--- src/source/debug_pkg.sv ---
package debug_pkg;

    ////////////////////////////////////////////////////////////
    // uart timing and bus geometry
    ////////////////////////////////////////////////////////////

    // small divisor for simulation
    localparam logic [15:0] clks_per_baud = 16'd16;

    localparam int addr_width = 16;
    localparam int data_width = 16;

    // framing characters of the ascii protocol
    localparam logic [7:0] char_preamble = 8'h4D;
    localparam logic [7:0] char_cr       = 8'h0D;
    localparam logic [7:0] char_lf       = 8'h0A;

    localparam logic [addr_width-1:0] trig_base_addr = 16'h0000;
    localparam int trig_reg_count = 8;
    localparam int op_width = 4;

    ////////////////////////////////////////////////////////////
    // enums and bus structs
    ////////////////////////////////////////////////////////////

    typedef enum logic [op_width-1:0] {
        op_disable  = 4'd0,
        op_rising   = 4'd1,
        op_falling  = 4'd2,
        op_changing = 4'd3,
        op_gt       = 4'd4,
        op_lt       = 4'd5,
        op_geq      = 4'd6,
        op_leq      = 4'd7,
        op_eq       = 4'd8,
        op_neq      = 4'd9
    } trig_op_e;

    typedef enum logic {
        st_acquire = 1'b0,
        st_error   = 1'b1
    } parse_state_e;

    typedef struct packed {
        logic [addr_width-1:0] addr;
        logic [data_width-1:0] wdata;
        logic                  write;
        logic                  valid;
    } bus_req_t;

    typedef struct packed {
        logic [data_width-1:0] rdata;
        logic                  valid;
    } bus_rsp_t;

    typedef struct packed {
        logic       probe_a;
        logic       probe_b;
        logic       probe_c;
        logic [3:0] probe_d;
    } probe_t;

endpackage

--- src/source/uart_receiver.sv ---
`timescale 1ns/1ps

module uart_receiver (
    input  logic       clk,
    input  logic       rst_n_i,
    input  logic       rx_i,
    output logic [7:0] rx_byte_o,
    output logic       rx_valid_o
);

    logic [1:0]  sync_q;
    logic        rx_s;
    // 0 idle, 1 to 8 data bits, 9 stop bit
    logic [3:0]  bit_state;
    logic [15:0] baud_cnt;
    logic [15:0] strobe_cnt;

    assign rx_s = sync_q[1];

    always_ff @(posedge clk) begin
        if (!rst_n_i) begin
            sync_q <= 2'b11;
        end else begin
            sync_q <= {sync_q[0], rx_i};
        end
    end

    always_ff @(posedge clk) begin
        if (!rst_n_i) begin
            bit_state  <= 4'd0;
            baud_cnt   <= 16'd0;
            strobe_cnt <= 16'd0;
            rx_valid_o <= 1'b0;
        end else begin
            rx_valid_o <= (strobe_cnt == 16'd1);
            if (strobe_cnt != 16'd0) begin
                strobe_cnt <= strobe_cnt - 16'd1;
            end
            if (bit_state == 4'd0) begin
                // start edge, first sample lands in the middle of bit 0
                if (!rx_s) begin
                    bit_state <= 4'd1;
                    baud_cnt  <= debug_pkg::clks_per_baud + debug_pkg::clks_per_baud / 2
                                 - 16'd1;
                end
            end else if (baud_cnt != 16'd0) begin
                baud_cnt <= baud_cnt - 16'd1;
            end else if (bit_state == 4'd9) begin
                // back to idle at mid stop bit so the next start edge is not missed
                bit_state <= 4'd0;
                if (rx_s) begin
                    strobe_cnt <= debug_pkg::clks_per_baud / 2;
                end
            end else begin
                bit_state <= bit_state + 4'd1;
                baud_cnt  <= debug_pkg::clks_per_baud - 16'd1;
            end
        end
    end

    // lsb first
    always_ff @(posedge clk) begin
        if (bit_state inside {[4'd1:4'd8]} && baud_cnt == 16'd0) begin
            rx_byte_o <= {rx_s, rx_byte_o[7:1]};
        end
    end

    assert property (@(posedge clk) disable iff (!rst_n_i) rx_valid_o |=> !rx_valid_o);

endmodule

--- src/source/request_parser.sv ---
`timescale 1ns/1ps

module request_parser (
    input  logic                 clk,
    input  logic                 rst_n_i,
    input  logic [7:0]           rx_byte_i,
    input  logic                 rx_valid_i,
    output debug_pkg::bus_req_t  req_o
);

    debug_pkg::parse_state_e state;
    // 0 waits for the preamble, then 1 + number of hex digits taken
    logic [3:0] char_cnt;
    logic       is_hex;
    logic       is_eol;
    logic [3:0] nib;

    ////////////////////////////////////////////////////////////
    // character decode
    ////////////////////////////////////////////////////////////

    always_comb begin
        is_hex = 1'b1;
        nib    = rx_byte_i[3:0];
        if (rx_byte_i >= "0" && rx_byte_i <= "9") begin
            nib = rx_byte_i[3:0];
        end else if (rx_byte_i >= "A" && rx_byte_i <= "F") begin
            // 'A' is 0x41
            nib = rx_byte_i[3:0] + 4'd9;
        end else begin
            is_hex = 1'b0;
        end
    end

    assign is_eol = (rx_byte_i == debug_pkg::char_cr) || (rx_byte_i == debug_pkg::char_lf);

    ////////////////////////////////////////////////////////////
    // line FSM
    ////////////////////////////////////////////////////////////

    always_ff @(posedge clk) begin
        if (!rst_n_i) begin
            state       <= debug_pkg::st_acquire;
            char_cnt    <= 4'd0;
            req_o.valid <= 1'b0;
            req_o.write <= 1'b0;
        end else begin
            req_o.valid <= 1'b0;
            if (rx_valid_i) begin
                case (state)
                    debug_pkg::st_error: begin
                        // resync on the next line end
                        if (is_eol) begin
                            state    <= debug_pkg::st_acquire;
                            char_cnt <= 4'd0;
                        end
                    end
                    default: begin
                        if (char_cnt == 4'd0) begin
                            if (rx_byte_i == debug_pkg::char_preamble) begin
                                char_cnt <= 4'd1;
                            end
                        end else if (is_eol) begin
                            // 4 digits read, 8 digits write, any other count drops the line
                            char_cnt <= 4'd0;
                            if (char_cnt == 4'd5 || char_cnt == 4'd9) begin
                                req_o.valid <= 1'b1;
                                req_o.write <= (char_cnt == 4'd9);
                            end
                        end else if (is_hex && char_cnt != 4'd9) begin
                            char_cnt <= char_cnt + 4'd1;
                            if (char_cnt <= 4'd4) begin
                                req_o.addr <= {req_o.addr[debug_pkg::addr_width-5:0], nib};
                            end else begin
                                req_o.wdata <= {req_o.wdata[debug_pkg::data_width-5:0], nib};
                            end
                        end else begin
                            state <= debug_pkg::st_error;
                        end
                    end
                endcase
            end
        end
    end

endmodule

--- src/source/probe_trigger.sv ---
`timescale 1ns/1ps

module probe_trigger #(
    parameter int probe_width = 1
) (
    input  logic                   clk,
    input  logic                   rst_n_i,
    input  logic [probe_width-1:0] probe_i,
    input  debug_pkg::trig_op_e    op_i,
    input  logic [probe_width-1:0] arg_i,
    output logic                   hit_o
);

    logic [probe_width-1:0] prev_q;

    always_ff @(posedge clk) begin
        if (!rst_n_i) begin
            prev_q <= '0;
        end else begin
            prev_q <= probe_i;
        end
    end

    // edge ops look at the previous sample, the rest at the argument
    always_comb begin
        case (op_i)
            debug_pkg::op_rising:   hit_o = (probe_i > prev_q);
            debug_pkg::op_falling:  hit_o = (probe_i < prev_q);
            debug_pkg::op_changing: hit_o = (probe_i != prev_q);
            debug_pkg::op_gt:       hit_o = (probe_i > arg_i);
            debug_pkg::op_lt:       hit_o = (probe_i < arg_i);
            debug_pkg::op_geq:      hit_o = (probe_i >= arg_i);
            debug_pkg::op_leq:      hit_o = (probe_i <= arg_i);
            debug_pkg::op_eq:       hit_o = (probe_i == arg_i);
            debug_pkg::op_neq:      hit_o = (probe_i != arg_i);
            default:                hit_o = 1'b0;
        endcase
    end

endmodule

--- src/source/trigger_block.sv ---
`timescale 1ns/1ps

module trigger_block (
    input  logic                 clk,
    input  logic                 rst_n_i,
    input  debug_pkg::bus_req_t  req_i,
    output debug_pkg::bus_rsp_t  rsp_o,
    input  debug_pkg::probe_t    probes_i,
    output logic                 trig_o
);

    logic [debug_pkg::op_width-1:0]   op_q [4];
    logic [3:0]                       arg_q [4];
    logic [3:0]                       probe_val [4];
    logic [3:0]                       hits;
    logic [debug_pkg::addr_width-1:0] offset;
    logic                             in_range;
    logic [1:0]                       probe_sel;
    logic [3:0]                       arg_mask;
    logic [debug_pkg::data_width-1:0] rd_word;

    ////////////////////////////////////////////////////////////
    // register decode, even address op, odd address arg
    ////////////////////////////////////////////////////////////

    assign offset    = req_i.addr - debug_pkg::trig_base_addr;
    assign in_range  = offset < debug_pkg::trig_reg_count;
    assign probe_sel = offset[2:1];
    // probe d is 4 bits wide, the others are single bits
    assign arg_mask  = (probe_sel == 2'd3) ? 4'hF : 4'h1;

    always_ff @(posedge clk) begin
        if (!rst_n_i) begin
            for (int k = 0; k < 4; k++) begin
                op_q[k]  <= '0;
                arg_q[k] <= '0;
            end
        end else if (req_i.valid && req_i.write && in_range) begin
            if (offset[0]) begin
                arg_q[probe_sel] <= req_i.wdata[3:0] & arg_mask;
            end else begin
                op_q[probe_sel] <= req_i.wdata[debug_pkg::op_width-1:0];
            end
        end
    end

    always_comb begin
        rd_word = '0;
        if (in_range) begin
            if (offset[0]) begin
                rd_word[3:0] = arg_q[probe_sel];
            end else begin
                rd_word[debug_pkg::op_width-1:0] = op_q[probe_sel];
            end
        end
    end

    always_ff @(posedge clk) begin
        if (!rst_n_i) begin
            rsp_o.valid <= 1'b0;
        end else begin
            rsp_o.valid <= req_i.valid && !req_i.write;
        end
    end

    always_ff @(posedge clk) begin
        if (req_i.valid && !req_i.write) begin
            rsp_o.rdata <= rd_word;
        end
    end

    ////////////////////////////////////////////////////////////
    // probe compare and trigger
    ////////////////////////////////////////////////////////////

    assign probe_val[0] = {3'b000, probes_i.probe_a};
    assign probe_val[1] = {3'b000, probes_i.probe_b};
    assign probe_val[2] = {3'b000, probes_i.probe_c};
    assign probe_val[3] = probes_i.probe_d;

    for (genvar k = 0; k < 4; k++) begin : g_probe
        localparam int pw = (k == 3) ? 4 : 1;

        probe_trigger #(
            .probe_width(pw)
        ) probe_trigger_inst (
            .clk     (clk),
            .rst_n_i (rst_n_i),
            .probe_i (probe_val[k][pw-1:0]),
            .op_i    (debug_pkg::trig_op_e'(op_q[k])),
            .arg_i   (arg_q[k][pw-1:0]),
            .hit_o   (hits[k])
        );
    end

    always_ff @(posedge clk) begin
        if (!rst_n_i) begin
            trig_o <= 1'b0;
        end else begin
            trig_o <= |hits;
        end
    end

    // one single cycle response per read request
    assert property (@(posedge clk) disable iff (!rst_n_i)
        rsp_o.valid |=> !rsp_o.valid);

endmodule

--- src/source/response_encoder.sv ---
`timescale 1ns/1ps

module response_encoder (
    input  logic                 clk,
    input  logic                 rst_n_i,
    input  debug_pkg::bus_rsp_t  rsp_i,
    output logic [7:0]           tx_byte_o,
    output logic                 tx_valid_o,
    input  logic                 tx_ready_i
);

    logic                             busy;
    logic [2:0]                       char_idx;
    logic [debug_pkg::data_width-1:0] data_q;

    function automatic logic [7:0] hex_char(input logic [3:0] n);
        logic [7:0] v;
        v = {4'h0, n};
        // upper case digits
        return (n < 4'd10) ? (v + 8'h30) : (v + 8'h37);
    endfunction

    assign tx_valid_o = busy;

    always_ff @(posedge clk) begin
        if (!rst_n_i) begin
            busy     <= 1'b0;
            char_idx <= 3'd0;
        end else if (!busy) begin
            if (rsp_i.valid) begin
                busy     <= 1'b1;
                char_idx <= 3'd0;
            end
        end else if (tx_ready_i) begin
            // LF accepted, reply done
            if (char_idx == 3'd6) begin
                busy <= 1'b0;
            end
            char_idx <= char_idx + 3'd1;
        end
    end

    always_ff @(posedge clk) begin
        if (!busy && rsp_i.valid) begin
            data_q <= rsp_i.rdata;
        end
    end

    // M, four digits msb first, CR, LF
    always_comb begin
        case (char_idx)
            3'd0:    tx_byte_o = debug_pkg::char_preamble;
            3'd1:    tx_byte_o = hex_char(data_q[15:12]);
            3'd2:    tx_byte_o = hex_char(data_q[11:8]);
            3'd3:    tx_byte_o = hex_char(data_q[7:4]);
            3'd4:    tx_byte_o = hex_char(data_q[3:0]);
            3'd5:    tx_byte_o = debug_pkg::char_cr;
            default: tx_byte_o = debug_pkg::char_lf;
        endcase
    end

    // host has to wait for the whole reply before the next read
    assert property (@(posedge clk) disable iff (!rst_n_i) rsp_i.valid |-> !busy);

endmodule

--- src/source/uart_transmitter.sv ---
`timescale 1ns/1ps

module uart_transmitter (
    input  logic       clk,
    input  logic       rst_n_i,
    input  logic [7:0] tx_byte_i,
    input  logic       tx_valid_i,
    output logic       tx_ready_o,
    output logic       tx_o
);

    // stop, data, start, shifted out from bit 0
    logic [9:0]  frame_q;
    logic [3:0]  bits_left;
    logic [15:0] baud_cnt;

    assign tx_ready_o = (bits_left == 4'd0);
    assign tx_o       = frame_q[0];

    always_ff @(posedge clk) begin
        if (!rst_n_i) begin
            frame_q   <= '1;
            bits_left <= 4'd0;
            baud_cnt  <= 16'd0;
        end else if (bits_left == 4'd0) begin
            if (tx_valid_i) begin
                frame_q   <= {1'b1, tx_byte_i, 1'b0};
                bits_left <= 4'd10;
                baud_cnt  <= debug_pkg::clks_per_baud - 16'd1;
            end
        end else if (baud_cnt != 16'd0) begin
            baud_cnt <= baud_cnt - 16'd1;
        end else begin
            // line idles high once the stop bit is out
            frame_q   <= {1'b1, frame_q[9:1]};
            bits_left <= bits_left - 4'd1;
            baud_cnt  <= debug_pkg::clks_per_baud - 16'd1;
        end
    end

endmodule

--- src/source/debug_bridge_top.sv ---
`timescale 1ns/1ps

module debug_bridge_top (
    input  logic               clk,
    input  logic               rst_n_i,
    input  logic               rx_i,
    output logic               tx_o,
    input  debug_pkg::probe_t  probes_i,
    output logic               trig_o
);

    logic [7:0]          rx_byte;
    logic                rx_valid;
    debug_pkg::bus_req_t bus_req;
    debug_pkg::bus_rsp_t bus_rsp;
    logic [7:0]          tx_byte;
    logic                tx_valid;
    logic                tx_ready;

    ////////////////////////////////////////////////////////////
    // request path
    ////////////////////////////////////////////////////////////

    uart_receiver uart_receiver_inst (
        .clk        (clk),
        .rst_n_i    (rst_n_i),
        .rx_i       (rx_i),
        .rx_byte_o  (rx_byte),
        .rx_valid_o (rx_valid)
    );

    request_parser request_parser_inst (
        .clk        (clk),
        .rst_n_i    (rst_n_i),
        .rx_byte_i  (rx_byte),
        .rx_valid_i (rx_valid),
        .req_o      (bus_req)
    );

    trigger_block trigger_block_inst (
        .clk      (clk),
        .rst_n_i  (rst_n_i),
        .req_i    (bus_req),
        .rsp_o    (bus_rsp),
        .probes_i (probes_i),
        .trig_o   (trig_o)
    );

    ////////////////////////////////////////////////////////////
    // reply path
    ////////////////////////////////////////////////////////////

    response_encoder response_encoder_inst (
        .clk        (clk),
        .rst_n_i    (rst_n_i),
        .rsp_i      (bus_rsp),
        .tx_byte_o  (tx_byte),
        .tx_valid_o (tx_valid),
        .tx_ready_i (tx_ready)
    );

    uart_transmitter uart_transmitter_inst (
        .clk        (clk),
        .rst_n_i    (rst_n_i),
        .tx_byte_i  (tx_byte),
        .tx_valid_i (tx_valid),
        .tx_ready_o (tx_ready),
        .tx_o       (tx_o)
    );

endmodule

--- config.mk ---
export PLATFORM = sky130hd
export DESIGN_NAME = debug_bridge_top
export DESIGN_NICKNAME = d
export VERILOG_FILES = /design/src/source/debug_pkg.sv /design/src/source/uart_receiver.sv /design/src/source/request_parser.sv /design/src/source/probe_trigger.sv /design/src/source/trigger_block.sv /design/src/source/response_encoder.sv /design/src/source/uart_transmitter.sv /design/src/source/debug_bridge_top.sv
export SDC_FILE = /design/constraint.sdc
export NUM_CORES = 1
export LEC_CHECK = 0
export BUFFER_PORTS_ARGS = -buffer_cell sky130_fd_sc_hd__buf_4
export CAP_MARGIN = 20
export CORE_MARGIN = 2
export CORE_UTILIZATION = 55
export CTS_CLUSTER_SIZE = 12
export DETAILED_ROUTE_END_ITERATION = 10
export GPL_TIMING_DRIVEN = 0
export PLACE_DENSITY = 0.71
export SLEW_MARGIN = 20
export SYNTH_ARGS = -nofsm -noshare
export SYNTH_HDL_FRONTEND = slang
export SYNTH_SLANG_ARGS = --single-unit
--- constraint.sdc ---
create_clock -name clk -period 4.2 [get_ports clk]
set_clock_uncertainty 0.2 [all_clocks]
set_input_delay 0.84 -clock clk [delete_from_list [all_inputs] [get_ports clk]]
set_output_delay 0.84 -clock clk [all_outputs]
set_load 0.05 [all_outputs]
After elaboration in Yosys (flattened, before gate mapping)
Memories as Yosys holds them, arrays and structs flattened. A register that Yosys moved wholly into a read port is not among the register bits.
Index checks and enable logic that the tools add are counted.
Cells by class
  add/subtract/negate cells: 10
  magnitude comparators: 33
  eq/ne operators: 71
  mux-type cells: 70
  bitwise gates (word level): 7
  reductions and logical operators: 36
Operators by type and width (number)
  $mux W16: 12
  $mux W4: 19
  $eq A4 B3 Y1 const B: 17
  $reduce_bool A16 Y1: 3
  $sub A16 B1 Y16 const B: 3
  $eq A4 B4 Y1 const B: 10
  $pmux W1 S9: 4
  $eq A4 B2 Y1 const B: 8
  $pmux W8 S4: 1
  $mux W10: 3
  $mux W1: 23
  $eq A16 B1 Y1 const B: 1
  $eq A4 B1 Y1 const B: 4
  $eq A8 B4 Y1 const B: 2
  $logic_not A16 Y1: 1
  $lt A16 B4 Y1 const B: 1
  $add A4 B6 Y7 const B: 2
  $reduce_and A7 Y1: 2
  $logic_not A4 Y1: 3
  $reduce_or A4 Y1: 3
  $eq A3 B3 Y1 const B: 3
  $logic_and A1 B1 Y1: 9
  $mux W3: 3
  $add A4 B1 Y4 const B: 2
  46 further kinds: 88
Storage, ports and cells
  flip-flop bits (word level): 125
  memory bits (writable): 32
  memories kept: 2
Memory list
  trigger_block_inst.arg_q: depth 4, width 4, read ports 5, clocked after Yosys merged registers in 1, write ports 4, line trigger_block.sv:13  | logic [3:0] arg_q [4];
  trigger_block_inst.op_q: depth 4, width 4, read ports 5, clocked after Yosys merged registers in 1, write ports 4, line trigger_block.sv:12  | logic [debug_pkg::op_width-1:0] op_q [4];

Longest topological paths before layout
Gate-level depths: netlist (run 1).
  depth after elaboration: 9
  mapped depth: 9

By module
From an unflattened synthesis (run 1), not the netlist that was laid out.
Second synthesis, totals
  cell total of the unflattened synthesis: 923
  area total of the unflattened synthesis: 9685.5 sq um
Modules (own cells, without submodules)
  uart_receiver: instances 1, cells each 238, area an instance 2324.7 sq um
  trigger_block: instances 1, cells each 131, area an instance 1888.1 sq um
  request_parser: instances 1, cells each 117, area an instance 1662.8 sq um
  uart_transmitter: instances 1, cells each 188, area an instance 1551.5 sq um
  response_encoder: instances 1, cells each 131, area an instance 1260.0 sq um
  probe_trigger at trigger_block_inst.g_probe[0].probe_trigger_inst ...: instances 3, cells each 22, area an instance 192.7 sq um
  probe_trigger at trigger_block_inst.g_probe[3].probe_trigger_inst: instances 1, cells each 52, area an instance 420.4 sq um

Worst setup path before layout (run 1)
OpenSTA, ideal clock, no wires.
  path kind: register to register
  start: register uart_receiver_inst.baud_cnt[7]
  end: register uart_receiver_inst.rx_byte_o[0], enable pin
  setup time: 386 ps
  data arrival time: 2313 ps
  required time: 3614 ps
  setup slack: 1301 ps
  stages on the path, launching flop included: 6
  period minus slack after synthesis: 2899 ps
  cell sequence: dfxtp_1 or4_1 clkbuf_1 or4_1 clkbuf_1 a211oi_1
Between the ends
  longest elaborated chain between the ends: 2
Ends and longest elaborated chain
  start: declaration: line uart_receiver.sv:15  | logic [15:0] baud_cnt;
  start signal: assignment: line uart_receiver.sv:43  | baud_cnt <= debug_pkg::clks_per_baud + debug_pkg::clks_per_baud / 2
  start signal: assignment: line uart_receiver.sv:47  | baud_cnt <= baud_cnt - 16'd1;
  start signal: assignment: line uart_receiver.sv:56  | baud_cnt <= debug_pkg::clks_per_baud - 16'd1;
  $logic_not A16 Y1: line uart_receiver.sv:63  | if (bit_state inside {[4'd1:4'd8]} && baud_cnt == 16'd0) begin
  $logic_and A1 B1 Y1: line uart_receiver.sv:63
  end signal: assignment: line uart_receiver.sv:64  | rx_byte_o <= {rx_s, rx_byte_o[7:1]};
  end: declaration: line uart_receiver.sv:7  | output logic [7:0] rx_byte_o,
No other way between the ends.
A chain may end at the register's enable or synchronous reset.

Worst setup path in the final report (run 1)
  start: register uart_receiver_inst.rx_byte_o[5]
  end: register request_parser_inst.req_o[32] in the netlist's numbering, enable pin
Between the ends
  longest elaborated chain between the ends: 6
Ends and longest elaborated chain
  $ge A8 B7 Y1 or $le A8 B7 Y1 (tied branches): line request_parser.sv:27  | end else if (rx_byte_i >= "A" && rx_byte_i <= "F") begin
  $logic_and A1 B1 Y1: line request_parser.sv:27
  $mux W1: line request_parser.sv:27
  $mux W1: line request_parser.sv:25  | if (rx_byte_i >= "0" && rx_byte_i <= "9") begin
  $logic_and A1 B1 Y1: line request_parser.sv:70  | end else if (is_hex && char_cnt != 4'd9) begin
  $reduce_and A7 Y1 (no line) (*)
  end: declaration: line request_parser.sv:8  | output debug_pkg::bus_req_t req_o
Every way passes the cells marked *; elsewhere a longest branch is shown, timed or not.

==> flow_summary.ini, run 1 <==
[synth]
synth-edff-count = 68
ys_ff_latch = 158
synth_cell_types = 74
syn_avg_cell_area_um2 = 9.901
synthFlopType = dfxtp_1
synth.cell_area_um2 = 8228
synthArstFlopShare_pct = 0
ys_seq_area_share_pct = 46.72
yosys_warnings = 0
syn_inst = 831

[detailed_routing]
postRouteAntennaNets = 0
via_count = 6412
route.detailed.drc = 0
drtPass1Iterations = 5
routedWlPerCell_um = 16.71
drt_iter0_markers = 597
via_per_inst = 6.015
drt-total-wl_mm = 17.81

[cells_and_area]
area_growth_pct = 11.34
final_common_cell = dfxtp_1
utilization_pct = 62.80
drive_gt1_share_pct = 8.390
final_cell_area_um2 = 9161
nets = 927
regArea_um2 = 3844
multi_input_area_um2 = 4089
fillers = 1172
final_cells = 1066
diodes = 0
final_cell_mix = dfxtp_1 (90), nor2_1 (72), edfxtp_1 (68)

[clock_tree]
post_cts_resized = 0
clock-sinks = 158
clockBufferDepth = 2
cts_root_buf = clkbuf_16
holdBufCountCts = 0
cts_tree = done
cts-htree-levels = 4
clkTransAtPathRegs_ns = 0.06
cts_setup_buffers = 0
insertion_delay_ns = 0.42
cts_made_buffers = 17

[sta]
fin_crit_ns = 3.101
fmax_ghz = 0.3225
setup_viol = 0
maxSlewHeadroom_pct = 32.88
rsz0062_at_grt = no
period_share_pct = 73.82
fin_ws_ns = 1.099
whs_ns = 0.2104
hold_violations = 0
tns_ns = 0
slew_viol_final = 0
worstMarginPinSlew_ns = 1.005

[worst_setup_path]
startpoint = uart_receiver_inst.rx_byte_o[5]
endpoint_kind = register
r2r_start = uart_receiver_inst.rx_byte_o[5]
cp.required_ns = 4.06
worst-setup-path-type = register to register
worstRegToRegCells = 5
endpoint = request_parser_inst.req_o[32]
reg2reg_slack_ns = 1.10
startpoint_type = register
worstPathArrival_ns = 2.96
cp_max_fo = 16
timing.rr.end = request_parser_inst.req_o[32]

[power_and_ir_drop]
clockPowerShare_pct = 31.3
power_mw = 4.876
p_switching_mw = 1.696
sequentialPowerShare_pct = 39.5
p_int_mw = 3.180
power_density_nw_per_um2 = 532.3
ir_worst_vdd_v = 0.0004067
p_leak_nw = 3.564
combPwrFrac_pct = 29.2
switching_share_pct = 34.79

[global_route]
grt_pass1_wl_mm = 29.58
grt_max_degree = 17
grt_antenna_before_repair = 0
overflow = 0
grt_pass1_vias = 6191
grt_use_total_pct = 22.84

[placement]
placed_area_um2 = 8571
place_ws_ns = 0.9115
place.gp.congestion = 0.8633
dp_hpwl_mm = 12.80
dp.cells = 1034
port_buffers = 11

[floorplan]
die_area_um2 = 15950
die_height_um = 126.3
die_w_um = 126.3
ios = 12
rows = 44
start_util_pct = 56.40
coreArea_um2 = 14590

[outcome]
outcome = complete, no violations

[flow_run]
max_cap_violations = 0

[hold_path]
hp-class = register to register
## registers in the layout (all words and copies together) (netlist names), named ones only
register                                              cells
uart_receiver_inst.rx_byte_o                              8
response_encoder_inst.data_q                              4
uart_transmitter_inst.baud_cnt                           16
trigger_block_inst.rsp_o                                  5
trigger_block_inst.op_q                                  16
uart_receiver_inst.strobe_cnt                            16
uart_receiver_inst.baud_cnt                              16
trigger_block_inst.g_probe.probe_trigger_inst.prev_q      7
response_encoder_inst.tx_valid_o                          1
response_encoder_inst.char_idx                            3
request_parser_inst.state                                 1
uart_receiver_inst.sync_q                                 2
request_parser_inst.char_cnt                              4
uart_receiver_inst.rx_valid_o                             1
request_parser_inst.req_o                                22
trigger_block_inst.arg_q                                 16
uart_receiver_inst.bit_state                              4
trigger_block_inst.trig_o                                 1
uart_transmitter_inst.frame_q                             9
uart_transmitter_inst.bits_left                           4
## worst min path at each step
stage	startpoint	end	cells past startpoint
floorplan	uart_receiver_inst.sync_q[0]	uart_receiver_inst.sync_q[1]	1
global placement	uart_receiver_inst.sync_q[0]	uart_receiver_inst.sync_q[1]	1
detailed placement	uart_receiver_inst.sync_q[0]	uart_receiver_inst.sync_q[1]	1
CTS	uart_receiver_inst.sync_q[0]	uart_receiver_inst.sync_q[1]	1
global route	trigger_block_inst.rsp_o[2]	response_encoder_inst.data_q[1]	0
finish	uart_receiver_inst.sync_q[0]	uart_receiver_inst.sync_q[1]	1
## critical path, stage by stage, from the launching register on
cell and delay, ns:
edfxtp_1 0.44, nor4b_1 0.57, nand3_1 0.34, a21oi_1 0.45, nand4_1 0.25, inv_1 0.50
## power by group through the flow
| stage | clock network [mW] | registers, mW | logic (mW) |
|---|---|---|---|
| 5_1_grt | 1.61 | 1.95 | 1.59 |
| 3_3_place_gp | 0 | 1.94 | 1.34 |
| 3_5_place_dp | 0 | 1.95 | 1.39 |
| 2_1_floorplan | 0 | 1.92 | 1.09 |
| 6_report | 1.53 | 1.93 | 1.42 |
| 4_1_cts | 1.55 | 1.92 | 1.40 |
## layer usage
layer,part of all wire (%),GRT usage [%],up-vias
met5,0,0,-
met1,44,28.87,3062
met4,2.0,8.468,0
met3,4.6,4.007,32
met2,49,39.44,169
li1,-,-,3149
## kinds of logic (layout without fill, tap and decap cells)
logic type / after synthesis / in the layout / share of synthesized area, %
AO/OA/AOI/OAI: 176 / 176 / 13.96
XOR/XNOR: 18 / 18 / 1.916
adder cells (fa/ha/maj): 48 / 48 / 7.299
buffers and inverters: 85 / 128 / 4.015
flip-flops: 158 / 158 / 46.72
multiplexers: 31 / 31 / 5.079
other: 1 / 9 / 0.04558
AND/OR/NAND/NOR: 314 / 314 / 20.97
## synth_stat cells, drive strengths merged (8+ instances only)
library cell / instances / area, um2
a31oi: 16 / 100.1
nor4: 18 / 112.6
nand4: 15 / 93.84
edfxtp: 68 / 2042
nand3: 22 / 110.1
nand2: 40 / 150.1
xnor2: 9 / 78.83
o21ai: 45 / 229.0
nor3: 23 / 126.4
clkbuf: 29 / 108.9
ha: 48 / 600.6
and2: 18 / 112.6
inv: 50 / 187.7
mux4: 8 / 180.2
nand2b: 22 / 137.6
dfxtp: 90 / 1802
mux2i: 17 / 170.2
nor2b: 10 / 62.56
or3: 14 / 87.58
a211oi: 10 / 75.07
a21oi: 43 / 215.2
nor2: 73 / 276.5
and3: 13 / 81.33
or4: 13 / 97.59
xor2: 9 / 78.83
## final cells by class
type / instances / share of cell area [%]
Buffer: 35 / 1.557
Inverter: 50 / 2.049
Clock inverter: 15 / 1.748
Clock buffer: 17 / 4.644
Tap cell: 184 / 2.513
Timing Repair Buffer: 11 / 0.9014
Sequential cell: 158 / 41.96
Multi-Input combinational cell: 596 / 44.63
Power figures use the tool's default switching activity.
==> run 2: changes to the inputs <==
- clock period: 4.2 -> 2.99 ns (I/O delays scaled with it)
==> run 2 against run 1 <==
Compared with the run above: global-route usage about the same; clock power up 41%; die area stayed put; largest power group unchanged; sequential power up 40%; critical path depth grew 2; largest cell class unchanged; non-clock buffer count grew 2; final area grew 0.64%.
==> flow_summary.ini, run 2 (synthesized netlist as in run 1, its figures left out) <==
[sta]
maxSlewHeadroom_pct = 46.66
rsz0062_at_grt = no
worstMarginPinSlew_ns = 0.7927
fmax_ghz = 0.3583
slew_viol_final = 0
period_share_pct = 93.35
setup_viol = 0
fin_crit_ns = 2.791
tns_ns = 0
hold_violations = 0

[floorplan]
die_area_um2 = 15950
start_util_pct = 56.40
die_w_um = 126.3
die_height_um = 126.3
ios = 12
coreArea_um2 = 14590
rows = 44

[cells_and_area]
final_common_cell = dfxtp_1
drive_gt1_share_pct = 9.163
nets = 929
multi_input_area_um2 = 4116
final_cells = 1068
largest_register_ff_count = 22
diodes = 0
registers.top_by_ff_count = request_parser_inst.req_o
fillers = 1162
area_growth_pct = 12.06
regArea_um2 = 3844
final_cell_mix = dfxtp_1 (90), nor2_1 (72), edfxtp_1 (68)

[clock_tree]
clockBufferDepth = 2
cts_made_buffers = 17
clkTransAtPathRegs_ns = 0.06
cts-htree-levels = 4
cts_tree = done
insertion_delay_ns = 0.42
cts_root_buf = clkbuf_16
clock-sinks = 158

[outcome]
outcome = complete, no violations

[detailed_routing]
routedWlPerCell_um = 16.83
drt-total-wl_mm = 17.98
via_per_inst = 6.051
drt_iter0_markers = 593
drtPass1Iterations = 5
postRouteAntennaNets = 0
route.detailed.drc = 0
via_count = 6462

[worst_setup_path]
endpoint_kind = register
critPathMaxStageDelay_ns = 0.52
worst-setup-path-type = register to register
cp.required_ns = 3.10
startpoint_type = register
cp_slowest_cell = or4_1
crit_chain = or4_1 > buf_2 > or3_1 > buf_6 > nor3_4 > mux2_1 > o211a_1
worstRegToRegCells = 7
cp_max_fo = 10
worstPathArrival_ns = 2.90

[power_and_ir_drop]
power_mw = 6.854
p_leak_nw = 3.571
ir_worst_vdd_v = 0.0005707
power_density_nw_per_um2 = 743.4

[placement]
port_buffers = 11
dp_hpwl_mm = 12.80
place.gp.congestion = 0.8633
dp.cells = 1034

[global_route]
grt_antenna_before_repair = 0
grt_use_total_pct = 22.86
grt_pass1_vias = 6203
overflow = 0
grt_pass1_wl_mm = 29.59
grt_max_degree = 17

[hold_path]
hold_depth = 2
hp-class = input port to register

[flow_run]
max_cap_violations = 0
==> run 2: metal layers <==
metal / routed length [um] / global-route usage [%] / part of all wire, %
met5: 0 / 0 / 0
met4: 379 / 8.468 / 2.1
met3: 817 / 4.007 / 4.5
met2: 8897 / 39.50 / 49
met1: 7882 / 28.87 / 44
==> run 2: area by class of cell <==
cell class / count / area share [%]
repair buffers: 13 / 1.194
plain buffers: 35 / 1.547
clock buffers: 17 / 4.614
inverters: 50 / 2.076
multi-input cells: 596 / 44.65
flip-flops and latches: 158 / 41.69
clock inverters: 15 / 1.737
well taps: 184 / 2.497
==> run 2: power breakdown <==
part	switching, mW	internal, mW
clock network	0.906	1.24
logic	1.26	0.741
registers	0.222	2.48
==> run 2: repair_timing <==
action	CTS	global route
gates resized for setup	2	5
hold buffers	0	0
buffers inserted	2	0
gates cloned	0	0
endpoints found under the setup margin	24	27
==> run 2: final timing paths <==
check | from | end | slack (ns)
min reg2reg | uart_receiver_inst.sync_q[0] | uart_receiver_inst.sync_q[1] | 0.21
max reg2reg | uart_transmitter_inst.baud_cnt[9] | uart_transmitter_inst.bits_left[3] | 0.20
min | rx_i | uart_receiver_inst.sync_q[0] | 0.16
max | uart_transmitter_inst.baud_cnt[9] | uart_transmitter_inst.bits_left[3] | 0.20
==> run 2: critical path: cells and delay by family, from the launching register on <==
family | cells | cell delay (ns)
compound gates | 1 | 0.21
buf+inv | 2 | 0.31
flops | 1 | 0.37
mux | 1 | 0.37
simple gates | 3 | 1.23
==> run 2: stage by stage <==
stage                     hold slack [ns]  cell area (um2)  utilization (%)  worst slack [ns]
after floorplan                    0.1863             8258                -           0.09061
after global placement             0.1912             8571            58.75           -0.2521
after detailed placement           0.2003             8571            58.75           -0.2985
after CTS                          0.1498             9193            63.01           0.08335
after global routing               0.1674             9220            63.20           0.04398
final                              0.1575             9220            63.20            0.1988
